`config.mk`:
```
export PLATFORM = sky130hd
export DESIGN_NAME = fetch_flat
export DESIGN_NICKNAME = d
export VERILOG_FILES = /design/src/frontend_pkg.sv /design/src/fetch_if.sv /design/src/fetch.sv /design/src/flat_wrapper.sv
export VERILOG_INCLUDE_DIRS = /design/src /design/src/src
export SDC_FILE = /design/constraint.sdc
export NUM_CORES = 1
export LEC_CHECK = 0
export BUFFER_PORTS_ARGS = -buffer_cell sky130_fd_sc_hd__buf_2
export CORE_ASPECT_RATIO = 1.75
export CORE_MARGIN = 2
export CORE_UTILIZATION = 45
export CTS_BUF_LIST = sky130_fd_sc_hd__clkbuf_4
export DETAILED_ROUTE_END_ITERATION = 8
export GPL_TIMING_DRIVEN = 0
export HOLD_SLACK_MARGIN = 0.08
export PLACE_DENSITY = 0.73
export SKIP_CTS_REPAIR_TIMING = 1
export SLEW_MARGIN = 5
export SYNTH_ARGS = -nofsm -noshare
export SYNTH_HDL_FRONTEND = slang
export SYNTH_SLANG_ARGS = --single-unit
```
`constraint.sdc`:
```
create_clock -name clk -period 2.2 [get_ports clk]
set_input_delay 0.11 -clock clk [delete_from_list [all_inputs] [get_ports clk]]
set_output_delay 0.11 -clock clk [all_outputs]
set_load 0.02 [all_outputs]
```
`src/frontend_defines.svh`:
```
`ifndef FRONTEND_DEFINES_SVH
`define FRONTEND_DEFINES_SVH

// reset and restart address of the program counter.
`define FE_START_ADDRESS 32'h0000_0000

// instruction memory depth in 32-bit words.
`define FE_IMEM_WORDS 256

// fetch tag width, wraps freely.
`define FE_TAG_WIDTH 3

`endif
```
`src/frontend_pkg.sv`:
```
`default_nettype none

`include "frontend_defines.svh"

package frontend_pkg;

    typedef logic [31:0] addr_t;                    // byte address, pc.
    typedef logic [31:0] instr_t;                   // raw instruction word.
    typedef logic [`FE_TAG_WIDTH-1:0] tag_t;        // redirect epoch of a fetch.

    // coarse opcode classes seen by the issue stage.
    typedef enum logic [2:0] {
        op_alu,                                     // op, op-imm, lui, auipc.
        op_load,
        op_store,
        op_branch,
        op_jump,                                    // jal and jalr.
        op_system,
        op_other
    } op_class_e;

    typedef enum logic [1:0] {
        filt_idle,                                  // out of reset, nothing trusted yet.
        filt_pass,                                  // words issued since the last redirect.
        filt_flush                                  // redirect seen, waiting for the target.
    } filter_state_e;

endpackage

`default_nettype wire

```
`src/fetch_if.sv`:
```
`timescale 1ns/100ps
`default_nettype none

// fetch side info that travels one cycle behind the fetch address,
// lined up with the word the memory returns.
interface fetch_if;

    frontend_pkg::addr_t pc;                        // pc of the returned word.
    frontend_pkg::tag_t  tag;                       // tag of the returned word.
    logic                jumped;                    // redirect two cycles back.
    logic                jumped_r;                  // redirect one cycle back.
    logic                jump_misaligned;           // target had low bits set.

    modport fetch_mp (
        output pc, tag, jumped, jumped_r, jump_misaligned
    );

    modport issue_mp (
        input  pc, tag, jumped, jumped_r, jump_misaligned
    );

endinterface

`default_nettype wire

```
`src/fetch.sv`:
```
`timescale 1ns/100ps
`default_nettype none

`include "frontend_defines.svh"

module fetch (
    input  wire logic                clk,
    input  wire logic                reset_n,
    input  wire logic                sys_reset_i,            // synchronous restart.
    input  wire logic                enable_i,               // level.
    input  wire logic                jump_i,                 // one-cycle pulse.
    input  wire frontend_pkg::addr_t jump_target_i,
    input  wire frontend_pkg::addr_t mtvec_i,                // trap vector.
    input  wire frontend_pkg::addr_t mepc_i,                 // saved exception pc.
    input  wire logic                exception_raised_i,
    input  wire logic                machine_return_i,
    input  wire logic                interrupt_ack_i,
    input  wire logic                hazard_i,               // level, holds fetch.
    output frontend_pkg::addr_t      instruction_address_o,  // to memory read port.
    fetch_if.fetch_mp                fe
);

    frontend_pkg::addr_t pc;                // next address to present.
    frontend_pkg::addr_t last_pc;           // last address actually presented.
    frontend_pkg::addr_t target_raw;        // redirect target before alignment.
    frontend_pkg::addr_t fetch_addr;        // address presented this cycle.
    frontend_pkg::tag_t  cur_tag;           // tag of the current redirect epoch.
    frontend_pkg::tag_t  last_tag;          // tag paired with last_pc.
    frontend_pkg::tag_t  fetch_tag;         // tag presented this cycle.
    logic                redirect;          // any redirect source this cycle.
    logic                jumped_r;          // redirect seen last cycle.
    logic                hold;              // re-present last address.
    logic                misaligned;        // flag that travels with pc.

    // any source that moves the pc somewhere other than pc + 4.
    assign redirect = sys_reset_i | machine_return_i | exception_raised_i
                    | interrupt_ack_i | jump_i;

    // right after a redirect the target is always presented once,
    // so hazard and enable only hold fetch from the second cycle on.
    assign hold = !jumped_r && (hazard_i || !enable_i);

    // redirect priority, restart first.
    always_comb begin
        if (sys_reset_i) begin
            target_raw = `FE_START_ADDRESS;
        end else if (machine_return_i) begin
            target_raw = mepc_i;                    // return beats trap and jump.
        end else if (exception_raised_i || interrupt_ack_i) begin
            target_raw = mtvec_i;
        end else begin
            target_raw = jump_target_i;
        end
    end

    always_ff @(posedge clk or negedge reset_n) begin
        if (!reset_n) begin
            pc         <= `FE_START_ADDRESS;
            misaligned <= 1'b0;
        end else if (redirect) begin
            pc         <= {target_raw[31:2], 2'b00};   // force word alignment.
            misaligned <= |target_raw[1:0];
        end else if (!hold) begin
            pc         <= pc + 32'd4;               // sequential step.
            misaligned <= 1'b0;
        end
    end

    // tag calculator, one new epoch per redirect.
    always_ff @(posedge clk or negedge reset_n) begin
        if (!reset_n) begin
            cur_tag <= '0;
        end else if (redirect) begin
            cur_tag <= cur_tag + 1'b1;
        end
    end

    // replay copy for hazard and enable holds.
    always_ff @(posedge clk or negedge reset_n) begin
        if (!reset_n) begin
            last_pc  <= `FE_START_ADDRESS;
            last_tag <= '0;
        end else if (!hold) begin
            last_pc  <= pc;
            last_tag <= cur_tag;
        end
    end

    always_comb begin
        if (hold) begin
            fetch_addr = last_pc;                   // replay.
            fetch_tag  = last_tag;
        end else begin
            fetch_addr = pc;
            fetch_tag  = cur_tag;
        end
    end

    assign instruction_address_o = fetch_addr;

    // reset counts as a redirect so the start address is fetched at once
    // and the issue stage flushes whatever the memory held during reset.
    always_ff @(posedge clk or negedge reset_n) begin
        if (!reset_n) begin
            jumped_r           <= 1'b1;
            fe.jumped          <= 1'b1;
            fe.jump_misaligned <= 1'b0;
            fe.tag             <= '0;
        end else begin
            jumped_r           <= redirect;
            fe.jumped          <= jumped_r;         // target arrives now.
            fe.jump_misaligned <= misaligned;       // set only with the target.
            fe.tag             <= fetch_tag;
        end
    end

    // pc of the word on the memory read data next cycle.
    always_ff @(posedge clk) begin
        fe.pc <= fetch_addr;
    end

    assign fe.jumped_r = jumped_r;

endmodule

`default_nettype wire

```
`src/flat_wrapper.sv`:
```
// flat-port wrapper written by rule: the top's interface ports become plain ports
module fetch_flat 
  (clk, reset_n, sys_reset_i, enable_i, jump_i, jump_target_i, mtvec_i, mepc_i, exception_raised_i, machine_return_i, interrupt_ack_i, hazard_i, instruction_address_o, fe_pc, fe_tag, fe_jumped, fe_jumped_r, fe_jump_misaligned);
  fetch_if fe_i ();
  input  wire logic clk;
  input  wire logic reset_n;
  input  wire logic sys_reset_i;
  input  wire logic enable_i;
  input  wire logic jump_i;
  input  wire frontend_pkg::addr_t jump_target_i;
  input  wire frontend_pkg::addr_t mtvec_i;
  input  wire frontend_pkg::addr_t mepc_i;
  input  wire logic exception_raised_i;
  input  wire logic machine_return_i;
  input  wire logic interrupt_ack_i;
  input  wire logic hazard_i;
  output frontend_pkg::addr_t instruction_address_o;
  output wire logic [$bits(fe_i.pc)-1:0] fe_pc;
  output wire logic [$bits(fe_i.tag)-1:0] fe_tag;
  output wire logic [$bits(fe_i.jumped)-1:0] fe_jumped;
  output wire logic [$bits(fe_i.jumped_r)-1:0] fe_jumped_r;
  output wire logic [$bits(fe_i.jump_misaligned)-1:0] fe_jump_misaligned;
  assign fe_pc = fe_i.pc;
  assign fe_tag = fe_i.tag;
  assign fe_jumped = fe_i.jumped;
  assign fe_jumped_r = fe_i.jumped_r;
  assign fe_jump_misaligned = fe_i.jump_misaligned;
  fetch u_core (.clk(clk), .reset_n(reset_n), .sys_reset_i(sys_reset_i), .enable_i(enable_i), .jump_i(jump_i), .jump_target_i(jump_target_i), .mtvec_i(mtvec_i), .mepc_i(mepc_i), .exception_raised_i(exception_raised_i), .machine_return_i(machine_return_i), .interrupt_ack_i(interrupt_ack_i), .hazard_i(hazard_i), .instruction_address_o(instruction_address_o), .fe(fe_i));
endmodule
```
==> out/summary.txt <==
=================================================================================================
Fraction of the yosys area taken by sequential cells                                        49.9%
Post-detailed-route DRC marker count                                                            0
Via count of the routed design                                                               4728
Cell with the most instances after synthesis                                         sky130_fd_sc_hd__nand2_1
Net count reported at finish                                                                  839
Total of endpoints with negative setup slack in the final report                                0
GPL Wtd Cong                                                                                0.936
Wire length of the first global-routing pass                                              22.6 mm
Number of flops mapped to enable cells by yosys                                                 0
Clock Tree Buf Depth                                                                            2
Area overhead of the layout relative to synthesis                                           29.0%
Critical path class                                                                  flip-flop to output pin
Number of violations of the max-capacitance limit                                               0
Mean Syn Cell Area                                                                     9.28 sq um
Number of fill cells                                                                          976
Skew final                                                                                12.4 ps
Fmax achieved                                                                             473 MHz
Vias in the first global route                                                               4610
Top cells by area in the synthesized netlist                                         sky130_fd_sc_hd__dfrtp_1 36%, sky130_fd_sc_hd__dfxtp_1 13%, sky130_fd_sc_hd__nand2_1 9.7%, sky130_fd_sc_hd__mux2i_1 3.1%, sky130_fd_sc_hd__a21oi_1 2.8%
All-layer global routing usage                                                              24.0%
Largest net degree at the start of global routing                                              50
Clock edge transition at the registers on the reported setup and hold paths                160 ps
Fraction of registers with async set or reset after synthesis                               69.2%
Synth cell count leaders                                                             127 x sky130_fd_sc_hd__nand2_1, 70 x sky130_fd_sc_hd__dfrtp_1, 32 x sky130_fd_sc_hd__dfxtp_1
Cell leakage power                                                                        3.23 nW
Slew Limit Fails                                                                                0
Chip Width                                                                                82.9 um
Count of yosys warnings during synthesis                                                        0
CTS sink count                                                                                104
Hold Startpoint                                                                        mepc_i[30]
Worst min-delay path endpoint                                                        u_core.pc[30]
Worst Reg-to-Reg Cells                                                                          6
Library cell contributing the largest single delay on the critical path              sky130_fd_sc_hd__dfstp_2
Final antenna-violating net count                                                               0
Boundary Pins                                                                                 175
Worst Tran Pin Value                                                                       642 ps
Hold violation total from the final report                                                      0
Fraction of post-synthesis cell area in the top cell type by area                           35.7%
Ratio of final minimum period to clock period                                               96.2%
Worst path depth                                                                                6
Vertical die dimension                                                                     142 um
Cell type contributing the most total cell area after synthesis                      sky130_fd_sc_hd__dfrtp_1
Number of detailed-routing iterations run before antenna repair                                 5
Result of the run                                                                       completed
Crit path arrival time                                                                    2010 ps
Sum of net half-perimeters after detailed placement                                       11.0 mm
Number of antenna violations at the first check in global routing                               1
Critical register-to-register path startpoint                                        u_core.pc[2]
Number of standard-cell rows in the floorplan                                                  50
Core footprint                                                                        10600 sq um
Routed wire length                                                                        14.5 mm
Starting Density                                                                            46.1%
Required time of the critical path                                                        2090 ps
Ys flop type                                                                         sky130_fd_sc_hd__dfrtp_1
Cell-by-cell trace of the critical path                                              or2_2 -> buf_4 -> buf_4 -> nand2_1 -> nand2_1 -> buf_2
Buffer cell driving the clock tree root                                              sky130_fd_sc_hd__clkbuf_4
Share of final-layout standard cells stronger than drive strength 1                         32.8%
Post-Route Setup TNS                                                                         0 ps
Power density over the cells                                                          621 nW/um^2
Routed vias/inst                                                                             5.45
Netlist area before placement                                                          4900 sq um
Total overflow reported by the global router                                                    0
Total power consumption of the routed design                                              3.93 mW
Setup repair after global routing missed its margin                                           yes
Total CTS buffers                                                                               9
Number of distinct library cell variants in the gate-level netlist after synthesis             61
Wirelength per Cell                                                                       16.7 um
CTS tree                                                                                    built
Slowest stage delay, CP                                                                    610 ps
DRC marker count from the first detailed-route iteration                                      303
Worst hold path depth                                                                           4
Filler-free cell count of the finished design                                                 868
Worst skew pair latency                                                                    470 ps
Worst slack on hold paths                                                                 81.0 ps
Die area                                                                              11800 sq um
Critical path startpoint category                                                       flip-flop
End of the worst register-to-register path                                           u_core.pc[20]
Final critical delay including setup and external delays                                  2120 ps
Gate count after technology mapping                                                           528
CP max FO                                                                                      10
Seq cells post-synth                                                                          104
Register-to-Register Setup Slack                                                           150 ps
Buf+Inv Stages, Crit Path                                                                       3
Port-buffer cells                                                                             173
Class of the most critical hold timing path                                          primary input to flip-flop
CP endpoint kind                                                                       output pin
H-tree depth reported by CTS                                                                    3
Maximum VDD drop                                                                         0.405 mV
Nets in the synthesized netlist                                                               635
Total instance count after detailed placement                                                 832
Kind of cell with the highest combined delay on the critical path                      flip-flops
Normalized max-slew margin                                                                  57.2%
=================================================================================================
[area by class of cell]
cell class              instances  area [sq um]  share of cell area, %
flip-flops and latches        104          2440                   38.7
multi-input cells             385          2270                   35.9
repair buffers                193          1090                   17.2
plain buffers                  34           210                   3.32
well taps                     130           163                   2.57
clock buffers                   9          67.6                   1.07
clock inverters                 7          62.6                  0.990
inverters                       5          18.8                  0.297
diodes                          1          2.50                 0.0396
[power breakdown]
group	switching, mW	internal (mW)
Clock	0.690	0.257
Combinational	0.467	0.342
Sequential	0.104	2.07
[logic make-up after synthesis]
| family | count (synthesis) | synth area share [%] |
|---|---|---|
| buffers and inverters | 39 | 4.01 |
| AO/OA/AOI/OAI | 126 | 17.0 |
| flip-flops | 104 | 49.9 |
| XOR/XNOR | 6 | 1.07 |
| multiplexers | 22 | 4.75 |
| adder cells (fa/ha/maj) | 2 | 0.511 |
| AND/OR/NAND/NOR | 229 | 22.8 |
[how the worst max path moves through the flow]
| stage | startpoint | slack, ps | to |
|---|---|---|---|
| after global placement | u_core.fe.jumped_r | 50 | instruction_address_o[14] |
| after global routing | u_core.fe.jumped_r | -30 | instruction_address_o[27] |
| after detailed placement | u_core.fe.jumped_r | 30 | instruction_address_o[3] |
| after floorplan | u_core.pc[2] | 490 | u_core.pc[20] |
| after CTS | u_core.fe.jumped_r | -520 | instruction_address_o[14] |
| final | u_core.fe.jumped_r | 80 | instruction_address_o[3] |
[sequential cells by signal (all words and copies together) (netlist names)]
register and flops:
u_core.misaligned 1, u_core.fe.jumped_r 1, u_core.last_pc 32, u_core.fe.jump_misaligned 1
u_core.last_tag 3, u_core.fe.jumped 1, u_core.cur_tag 3, u_core.pc 30
u_core.fe.pc 32
[cells in the final DEF (no fill, tap or decap), types with 5 or more instances in the layout]
cell                            synthesis  final
sky130_fd_sc_hd__a2bb2oi_1              7      7
sky130_fd_sc_hd__mux2_2                 6      6
sky130_fd_sc_hd__dlygate4sd3_1          0     19
sky130_fd_sc_hd__nor3_1                15     15
sky130_fd_sc_hd__buf_4                  4      8
sky130_fd_sc_hd__a31oi_1               13     13
sky130_fd_sc_hd__a21oi_1               27     27
sky130_fd_sc_hd__buf_1                  4      6
sky130_fd_sc_hd__nand4_1               10     10
sky130_fd_sc_hd__nand2_1              127    127
sky130_fd_sc_hd__a211oi_1               7      7
sky130_fd_sc_hd__nor2_1                26     25
sky130_fd_sc_hd__clkbuf_4               0     10
sky130_fd_sc_hd__nor2b_1                5      5
sky130_fd_sc_hd__mux2i_1               15     15
sky130_fd_sc_hd__nand3_1                7      7
sky130_fd_sc_hd__nand2b_1               8      8
sky130_fd_sc_hd__dfrtp_1               70     70
sky130_fd_sc_hd__o211ai_1               7      7
sky130_fd_sc_hd__o21ai_1                6      6
sky130_fd_sc_hd__buf_6                  3      5
sky130_fd_sc_hd__dfxtp_1               32     32
sky130_fd_sc_hd__o21a_1                 7      7
sky130_fd_sc_hd__buf_2                  9    181
sky130_fd_sc_hd__o21ai_0               25     25
sky130_fd_sc_hd__and3_1                10     10
[metal layers]
| layer | global-route usage [%] | wire length [um] | part of all wire, % | up-vias |
|---|---|---|---|---|
| li1 | - | - | - | 2274 |
| met1 | 28.8 | 5730 | 39 | 2244 |
| met2 | 43.1 | 7790 | 54 | 185 |
| met3 | 3.48 | 693 | 4.8 | 25 |
| met4 | 9.66 | 302 | 2.1 | 0 |
| met5 | 0 | 0 | 0 | - |
[metrics by stage]
stage | util [%] | instance area [sq um] | setup slack [ps]
2_1_floorplan | - | 4900 | 491
3_3_place_gp | 55.8 | 5930 | 49.3
3_5_place_dp | 56.0 | 5960 | 25.3
4_1_cts | 57.3 | 6090 | -520
5_1_grt | 59.4 | 6320 | -29.6
6_report | 59.4 | 6320 | 84.4
[tightest hold or removal path, delay by kind of cell]
family | cells | cell delay [ps]
buf+inv | 1 | 100
simple gates | 2 | 170
compound gates | 1 | 150
No activity file was read; power rests on OpenSTA's default activity.
