## src/frontend_defines.svh

```systemverilog
`ifndef FRONTEND_DEFINES_SVH
`define FRONTEND_DEFINES_SVH

// reset and restart address of the program counter.
`define FE_START_ADDRESS 32'h0000_0000

// instruction memory depth in 32-bit words.
`define FE_IMEM_WORDS 256

// fetch tag width, wraps freely.
`define FE_TAG_WIDTH 3

`endif
```

## src/frontend_pkg.sv

```systemverilog
`default_nettype none

`include "frontend_defines.svh"

package frontend_pkg;

    typedef logic [31:0] addr_t;                    // byte address, pc.
    typedef logic [31:0] instr_t;                   // raw instruction word.
    typedef logic [`FE_TAG_WIDTH-1:0] tag_t;        // redirect epoch of a fetch.

    // coarse opcode classes seen by the issue stage.
    typedef enum logic [2:0] {
        op_alu,                                     // op, op-imm, lui, auipc.
        op_load,
        op_store,
        op_branch,
        op_jump,                                    // jal and jalr.
        op_system,
        op_other
    } op_class_e;

    typedef enum logic [1:0] {
        filt_idle,                                  // out of reset, nothing trusted yet.
        filt_pass,                                  // words issued since the last redirect.
        filt_flush                                  // redirect seen, waiting for the target.
    } filter_state_e;

endpackage

`default_nettype wire

```

## src/fetch_if.sv

```systemverilog
`timescale 1ns/100ps
`default_nettype none

// fetch side info that travels one cycle behind the fetch address,
// lined up with the word the memory returns.
interface fetch_if;

    frontend_pkg::addr_t pc;                        // pc of the returned word.
    frontend_pkg::tag_t  tag;                       // tag of the returned word.
    logic                jumped;                    // redirect two cycles back.
    logic                jumped_r;                  // redirect one cycle back.
    logic                jump_misaligned;           // target had low bits set.

    modport fetch_mp (
        output pc, tag, jumped, jumped_r, jump_misaligned
    );

    modport issue_mp (
        input  pc, tag, jumped, jumped_r, jump_misaligned
    );

endinterface

`default_nettype wire

```

## src/issue_stage.sv

```systemverilog
`timescale 1ns/100ps
`default_nettype none

module issue_stage (
    input  wire logic                 clk,
    input  wire logic                 reset_n,
    input  wire logic                 hazard_i,       // downstream busy, drop.
    input  wire frontend_pkg::instr_t instr_i,        // memory read data.
    fetch_if.issue_mp                 fe,
    output logic                      issue_valid_o,
    output frontend_pkg::addr_t       issue_pc_o,
    output frontend_pkg::instr_t      issue_instr_o,
    output frontend_pkg::op_class_e   issue_class_o,
    output logic                      misaligned_o    // with first word after redirect.
);

    frontend_pkg::tag_t          exp_tag;             // epoch of current words.
    frontend_pkg::filter_state_e state;
    frontend_pkg::filter_state_e state_nx;
    logic                        tag_ok;
    logic                        current;
    logic                        dup;
    logic                        keep;
    logic                        mis_pend;            // target flag not yet issued.
    logic                        mis_sel;

    function automatic frontend_pkg::op_class_e op_class(input logic [6:0] opcode);
        frontend_pkg::op_class_e cls;
        case (opcode)
            7'b0110011, 7'b0010011,
            7'b0110111, 7'b0010111: cls = frontend_pkg::op_alu;
            7'b0000011:             cls = frontend_pkg::op_load;
            7'b0100011:             cls = frontend_pkg::op_store;
            7'b1100011:             cls = frontend_pkg::op_branch;
            7'b1101111, 7'b1100111: cls = frontend_pkg::op_jump;
            7'b1110011:             cls = frontend_pkg::op_system;
            default:                cls = frontend_pkg::op_other;
        endcase
        return cls;
    endfunction

    // starts one behind fetch since reset acts as the first redirect.
    always_ff @(posedge clk or negedge reset_n) begin
        if (!reset_n) begin
            exp_tag <= '1;
        end else if (fe.jumped_r) begin
            exp_tag <= exp_tag + 1'b1;
        end
    end

    assign tag_ok  = (fe.tag == exp_tag);
    // the word arriving with jumped_r was fetched in the redirect cycle.
    assign current = (state != frontend_pkg::filt_idle) && !fe.jumped_r && tag_ok;
    assign dup     = (state == frontend_pkg::filt_pass) && (fe.pc == issue_pc_o);
    assign keep    = current && !hazard_i && !dup;
    assign mis_sel = fe.jumped ? fe.jump_misaligned : mis_pend;

    always_comb begin
        state_nx = state;
        if (fe.jumped_r) begin
            state_nx = frontend_pkg::filt_flush;    // any state.
        end else if (state == frontend_pkg::filt_flush && keep) begin
            state_nx = frontend_pkg::filt_pass;     // target issued.
        end
    end

    always_ff @(posedge clk or negedge reset_n) begin
        if (!reset_n) begin
            state         <= frontend_pkg::filt_idle;
            issue_valid_o <= 1'b0;
            misaligned_o  <= 1'b0;
            mis_pend      <= 1'b0;
        end else begin
            state         <= state_nx;
            issue_valid_o <= keep;
            if (keep) begin
                misaligned_o <= mis_sel;
                mis_pend     <= 1'b0;
            end else if (fe.jumped) begin
                mis_pend     <= fe.jump_misaligned;  // target dropped, keep flag.
            end
        end
    end

    always_ff @(posedge clk) begin
        if (keep) begin
            issue_pc_o    <= fe.pc;
            issue_instr_o <= instr_i;
            issue_class_o <= op_class(instr_i[6:0]);
        end
    end

endmodule

`default_nettype wire

```

## src/flat_wrapper.sv

```systemverilog
// flat-port wrapper written by rule: the top's interface ports become plain ports
module issue_stage_flat 
  (clk, reset_n, hazard_i, instr_i, issue_valid_o, issue_pc_o, issue_instr_o, issue_class_o, misaligned_o, fe_pc, fe_tag, fe_jumped, fe_jumped_r, fe_jump_misaligned);
  fetch_if fe_i ();
  input  wire logic clk;
  input  wire logic reset_n;
  input  wire logic hazard_i;
  input  wire frontend_pkg::instr_t instr_i;
  output logic issue_valid_o;
  output frontend_pkg::addr_t issue_pc_o;
  output frontend_pkg::instr_t issue_instr_o;
  output frontend_pkg::op_class_e issue_class_o;
  output logic misaligned_o;
  input wire logic [$bits(fe_i.pc)-1:0] fe_pc;
  input wire logic [$bits(fe_i.tag)-1:0] fe_tag;
  input wire logic [$bits(fe_i.jumped)-1:0] fe_jumped;
  input wire logic [$bits(fe_i.jumped_r)-1:0] fe_jumped_r;
  input wire logic [$bits(fe_i.jump_misaligned)-1:0] fe_jump_misaligned;
  assign fe_i.pc = fe_pc;
  assign fe_i.tag = fe_tag;
  assign fe_i.jumped = fe_jumped;
  assign fe_i.jumped_r = fe_jumped_r;
  assign fe_i.jump_misaligned = fe_jump_misaligned;
  issue_stage u_core (.clk(clk), .reset_n(reset_n), .hazard_i(hazard_i), .instr_i(instr_i), .fe(fe_i), .issue_valid_o(issue_valid_o), .issue_pc_o(issue_pc_o), .issue_instr_o(issue_instr_o), .issue_class_o(issue_class_o), .misaligned_o(misaligned_o));
endmodule
```

## config.mk

```make
export PLATFORM = sky130hd
export DESIGN_NAME = issue_stage_flat
export DESIGN_NICKNAME = d
export VERILOG_FILES = /design/src/frontend_pkg.sv /design/src/fetch_if.sv /design/src/issue_stage.sv /design/src/flat_wrapper.sv
export VERILOG_INCLUDE_DIRS = /design/src /design/src/src
export SDC_FILE = /design/constraint.sdc
export NUM_CORES = 1
export LEC_CHECK = 0
export BUFFER_PORTS_ARGS = -buffer_cell sky130_fd_sc_hd__buf_4
export CAP_MARGIN = 20
export CORE_MARGIN = 2
export CORE_UTILIZATION = 49
export DETAILED_ROUTE_END_ITERATION = 10
export PLACE_DENSITY = 0.85
export SYNTH_ARGS = -nofsm -noshare
export SYNTH_HDL_FRONTEND = slang
export SYNTH_SLANG_ARGS = --single-unit
```

## constraint.sdc

```tcl
create_clock -name clk -period 7.57 [get_ports clk]
set_input_delay 1.1355 -clock clk [delete_from_list [all_inputs] [get_ports clk]]
set_output_delay 1.1355 -clock clk [all_outputs]
set_load 0.02 [all_outputs]
```

==> metrics.txt, run 1 <==
worst r2r path cells=5; die height=~80 um; hold buffer count at cts=0; FILL cells=between 300 and 400; Seq/Total Area, Yosys=about four fifths; worst path bufs/invs=2; Pwr Total=0.000960 W; Post-Syn Instances=between 150 and 200; Yosys top cell by area=edfxtp_1; TritonCTS clock tree=yes; CTS Sinks=between 70 and 80; Worst Path Required=between 7000 and 8000 ps; Clk Latency, worst-skew pair=about 340 ps; Hold Path End=u_core.exp_tag[2]; crit path DAT=2660 ps; sw frac=a little over a quarter; Pwr Density=about 230 nW/um^2; CP most frequent cell=buf_4; Critical path origin=fe_tag[0]; initial antenna violation count=0; sequential share of power=between 50 and 60%; syn_nets=about 230; Worst-Margin Slew=roughly 860 ps; RSZ-0062 raised after global routing=no; final setup violation count=0; DR vias=approximately 1800; Hold/Removal Path Class=flop to flop; Synth Cell Area=between 2000 and 3000 sq um; Setup CP Type=input port to flop; WL/cell=about 16 um; synth unique cells=26; share of layout cells above drive strength 1=between 50% and 60%; WHS=approximately 500 ps; crit path cell chain=buf_4 -> xor2_1 -> nor4_4 -> nand3_2 -> a31oi_4 -> buf_4; Crit Path Max Fanout=70; nature of the critical path startpoint=input port; Die Wd=approximately 80 um; Avg Cell Area, Syn=approximately 18 sq um; Buffers on Ports=between 100 and 150; Slew Viols, Final=0; final RePlAce weighted congestion=between 0.7 and 0.8; # resized after CTS=0; most area-consuming cells after synthesis=edfxtp_1, xnor2_1, dfrtp_1; Pleak=roughly 1.6 nW; Highest Clock Rate=between 0.3 and 0.4 GHz; most frequent cells in the layout=buf_4, edfxtp_1, xnor2_1; Via density=slightly below 5; antenna cell count=0; clk root buf=clkbuf_8; peak supply drop=between 150 and 200 uV; switching power of the nets=0.000254 W; max cap viols=0; vias in the first global route=roughly 1900; complex-gate fraction of the synthesized area=2.08%; Clock transition at path regs=70 ps; core area=5540 sq um; CP Capture Type=flop; hold_sp=u_core.exp_tag[2]; CTS max path bufs=2; Post CTS Setup Buffer Count=0; most common cell after layout, fill and taps aside=buf_4; relative slew slack=42.4%; Comb power frac=around a fifth; row count=27; DRC viols=0; # IOs=~140; H-tree Lvls=3; die area=about 6400 sq um; pin count of the biggest net entering global routing=71; largest family of logic cells by synthesized area=XOR/XNOR gates; Pint=0.000706 W; area share of the largest cell type after synthesis=a little under three quarters; xor/xnor share of the synthesized area=a little under an eighth; first-pass GRT wire length=9.32 mm; final hold vios=0; simple-gate portion of the synthesized area=under 10%; Final Cycle Share=between 30% and 40%; Worst path top cell family by delay=buffers and inverters; crit path time final=2700 ps; critical path's slowest cell=buf_4; RR Endpoint=u_core.issue_instr_o[29]; gr ovfl total=0; Antenna Nets Post-Route=0; Starting Density=50.9%; Crit Reg-Reg Startpoint=u_core.exp_tag[0]; outcome=finished, final reports clean; synth warn=0; Adder-Cell Fraction of Synth Area=less than 1%; Num CTS Buffers=9; Hold Path Cell Cnt=1; clock skew=approximately 7.1 ps; drt first pass iters=4; synth-to-layout area growth=46.9%; number of synthesized register bits=75; total routed wirelength=6.17 mm; Final Util=74.9%; Final HPWL DP=between 4 and 5 mm; clock network fraction of total power=26.5%; GRT Total Usage=between 20% and 30%; multiplexer area fraction after synthesis=~1.1%; Iteration-0 DRC Markers=98; setup slack, reg-to-reg=5270 ps; Largest stage delay, worst path=about 670 ps; setup TNS=0 ps; nets=around 380
[cell usage after synthesis]
master and count:
nor2_1 6, o21ai_0 2, a2bb2oi_1 1, edfxtp_1 67
xor2_1 2, nand3b_1 1, nor3_1 2, nor4_1 1
a41oi_1 1, dfstp_2 3, dfrtp_1 5, nand2_1 2
mux2i_1 2, nand2b_1 2, nor4_4 1, a31oi_2 1
nand3_2 1, nand3_1 3, nor4_2 1, inv_1 3
xnor2_1 35, mux2_2 1, ha_1 1, o32ai_1 1
nand4_1 7, a21oi_1 2
[logic make-up (layout without fill, tap and decap cells)]
family,after synthesis,count (layout)
compound gates,8,8
xor+xnor,37,37
fa+ha+maj,1,1
buf+inv,3,161
flops,75,75
mux,3,3
simple gates,27,27
[registers in the layout, summed over array words and instances (netlist names)]
signal	count
u_core.exp_tag	3
u_core.state	2
u_core.misaligned_o	1
u_core.mis_pend	1
u_core.issue_valid_o	1
u_core.issue_instr_o	32
u_core.issue_class_o	3
u_core.issue_pc_o	32
[routing by layer]
metal | track usage [%] | part of all wire, %
met1 | 24.3 | 39
met2 | 30.1 | 46
met3 | 10.1 | 12
met4 | 9.83 | 2.2
met5 | 0 | 0
[power by group through the flow]
stage	logic, W	clock network (W)	registers, W
after global routing	0.000193	0.000276	0.000530
final	0.000180	0.000254	0.000526
after CTS	0.000182	0.000259	0.000526
after global placement	0.000176	0	0.000534
after detailed placement	0.000182	0	0.000535
after floorplan	0.0000626	0	0.000565
[worst reg2reg max path: cells and delay by family, from the launching register on]
| kind | cells | cell delay (ps) |
|---|---|---|
| DFF | 1 | 570 |
| buffers and inverters | 1 | 670 |
| AOI/OAI and AO/OA | 1 | 150 |
| and+or+nand+nor | 2 | 380 |
| xor gates and xnor gates | 1 | 100 |
[cell type report]
cell class | instances | area, sq um | area share [%]
clock buffers | 10 | 128 | 3.08
clock inverters | 6 | 32.5 | 0.784
inverters | 3 | 11.3 | 0.271
multi-input cells | 76 | 604 | 14.6
flip-flops and latches | 75 | 2220 | 53.4
well taps | 72 | 90.1 | 2.17
repair buffers | 142 | 1070 | 25.7
[stage by stage]
step	std cells	worst slack [ps]	cell area (sq um)
global route	384	4780	4150
detailed placement	368	4520	3990
finish	384	4870	4150
floorplan	154	3340	2820
CTS	384	4880	4150
global placement	368	4550	3990
[worst max path at each step]
| stage | end | slack, ps | depth (start not counted) |
|---|---|---|---|
| detailed placement | u_core.issue_instr_o[13] | 4520 | 6 |
| floorplan | u_core.issue_class_o[0] | 3340 | 4 |
| CTS | u_core.issue_instr_o[29] | 4880 | 6 |
| global placement | u_core.issue_pc_o[2] | 4550 | 6 |
| finish | u_core.issue_instr_o[29] | 4870 | 6 |
| global route | u_core.issue_class_o[0] | 4780 | 6 |
Note: power is estimated with default switching activity, not from simulation.
==> run 2: changes to the inputs <==
--- a/config.mk
+++ b/config.mk
@@ -9,9 +9,9 @@
 export BUFFER_PORTS_ARGS = -buffer_cell sky130_fd_sc_hd__buf_4
 export CAP_MARGIN = 20
 export CORE_MARGIN = 2
-export CORE_UTILIZATION = 49
+export CORE_UTILIZATION = 45
 export DETAILED_ROUTE_END_ITERATION = 10
-export PLACE_DENSITY = 0.85
+export PLACE_DENSITY = 0.79
 export SYNTH_ARGS = -nofsm -noshare
 export SYNTH_HDL_FRONTEND = slang
 export SYNTH_SLANG_ARGS = --single-unit
==> constraint.sdc (replaced) <==
create_clock -name clk -period 2.55 [get_ports clk]
set_input_delay 0.3825 -clock clk [delete_from_list [all_inputs] [get_ports clk]]
set_output_delay 0.3825 -clock clk [all_outputs]
set_load 0.02 [all_outputs]
==> run 2 against run 1 <==
  * Combinational power rose to 3.0 times the previous value
  * Cell area up 1.3%
  * Clock-buffer cell count down 1
  * Non-clock buffer count up 2
  * Clock skew down 3.7 ps
  * Global-route usage down 1.4 points
  * Critical path depth down 1
  * Final cell count up 1.0%
  * Largest cell class unchanged
  * Total power rose to 3.1 times the previous value
  * Die area up 8.4%
  * Critical endpoint is now u_core.issue_pc_o[26]
==> metrics.txt, run 2 (same netlist as run 1, synthesis figures left out) <==
first-pass GRT wire length=about 10 mm; hold buffer count at cts=1; die height=around 83 um; Slew Viols, Final=0; Highest Clock Rate=between 0.5 and 0.6 GHz; Pwr Density=700 nW/um^2; Die Wd=roughly 83 um; Starting Density=between 40% and 50%; most common cell after layout, fill and taps aside=buf_4; Largest stage delay, worst path=570 ps; crit path time final=1940 ps; WHS=between 200 and 250 ps; row count=28; storage element area=between 2000 and 2500 sq um; final RePlAce weighted congestion=0.739; Crit Path Max Fanout=25; synth-to-layout area growth=48.9%; H-tree Lvls=3; share of layout cells above drive strength 1=about 52%; CTS Sinks=75; Pwr Total=a little under 0.003 W; crit path cell chain=xor2_1 -> nor4_4 -> nand3_2 -> a31oi_4 -> buf_4; die area=slightly below 7000 sq um; clock skew=~3.4 ps; DR vias=1881; final hold vios=0; CTS max path bufs=2; # IOs=142; RSZ-0062 raised after global routing=no; Post-DP Area=4010 sq um; pin count of the biggest net entering global routing=46; FILL cells=442; Setup CP Type=flop to flop; max cap viols=0; Clk Latency, worst-skew pair=~330 ps; Via density=4.85; Num CTS Buffers=9; core area=~6000 sq um; placed instance count=around 370; WL/cell=around 16 um; Antenna Nets Post-Route=0; Worst-Margin Slew=about 360 ps; relative slew slack=approximately 76%; nets=~380; peak supply drop=~420 uV; Post CTS Setup Buffer Count=0; outcome=finished, final reports clean; Hold/Removal Path Class=input port to flop; worst path bufs/invs=1; gr ovfl total=0; clk root buf=clkbuf_8; Clock transition at path regs=roughly 70 ps; Iteration-0 DRC Markers=64; final cell count without fillers=between 300 and 400; Worst path top cell family by delay=flip-flops; Post-Layout Inst Area=~4200 sq um; nature of the critical path startpoint=flop; Pleak=1.64 nW; Multi-input gate area=between 600 and 700 sq um; critical path's slowest cell=dfstp_2; Final Cycle Share=between 70% and 80%; antenna cell count=0; initial antenna violation count=0; CP Capture Type=flop; Buffers on Ports=around 140; DRC viols=0; GRT Total Usage=between 10% and 20%; crit path DAT=roughly 1900 ps; drt first pass iters=4; vias in the first global route=between 1500 and 2000; setup TNS=0 ps; TritonCTS clock tree=yes; # resized after CTS=0; Worst Path Required=2560 ps; Final HPWL DP=between 4 and 5 mm; total routed wirelength=approximately 6.2 mm; most frequent cells in the layout=buf_4, edfxtp_1, xnor2_1; Largest regs=u_core.issue_instr_o (32), u_core.issue_pc_o (32); final setup violation count=0
[run 2: changes by cell type in the layout (fill, tap and decap cells not counted), sizes merged]
cell | before | now
buf | 142 | 143
bufinv | 0 | 1
clkbuf | 10 | 9
clkinv | 4 | 3
dlygate4sd3 | 0 | 1
[run 2: final timing paths]
path	start	end	slack, ps	depth (start not counted)
worst min register to register	u_core.exp_tag[2]	u_core.exp_tag[2]	500	1
worst min-delay path	instr_i[23]	u_core.issue_instr_o[23]	220	1
min in group asynchronous	reset_n	u_core.mis_pend	410	2
max in group asynchronous	reset_n	u_core.exp_tag[0]	1930	2
worst max-delay path	u_core.exp_tag[0]	u_core.issue_pc_o[26]	610	5
worst max register to register	u_core.exp_tag[0]	u_core.issue_pc_o[26]	610	5
[run 2: metrics by stage]
stage          setup slack (ps)  util, %
2_1_floorplan              -114        -
3_3_place_gp                606     67.0
3_5_place_dp                582     67.0
4_1_cts                     607     70.2
5_1_grt                     502     70.2
6_report                    614     70.2
[run 2: area by class of cell]
type | count | area share (%)
Clock buffer | 9 | 2.95
Timing Repair Buffer | 144 | 26.1
Inverter | 3 | 0.268
Tap cell | 75 | 2.23
Sequential cell | 75 | 52.7
Multi-Input combinational cell | 76 | 14.4
Clock inverter | 6 | 1.37
[run 2: power breakdown]
group | internal (W) | total, W | switching, W
Combinational | 0.000266 | 0.000544 | 0.000278
Sequential | 0.00149 | 0.00156 | 0.0000651
Clock | 0.000438 | 0.000840 | 0.000402
[run 2: per-layer routing]
metal  GRT usage (%)  share of wire (%)  up-vias  wire (um)
li1                -                  -      887          -
met1            21.0                 37      878       2290
met2            29.3                 47      107       2900
met3            11.8                 14        9        894
met4            6.56                1.4        0         84
met5               0                  0        -          0
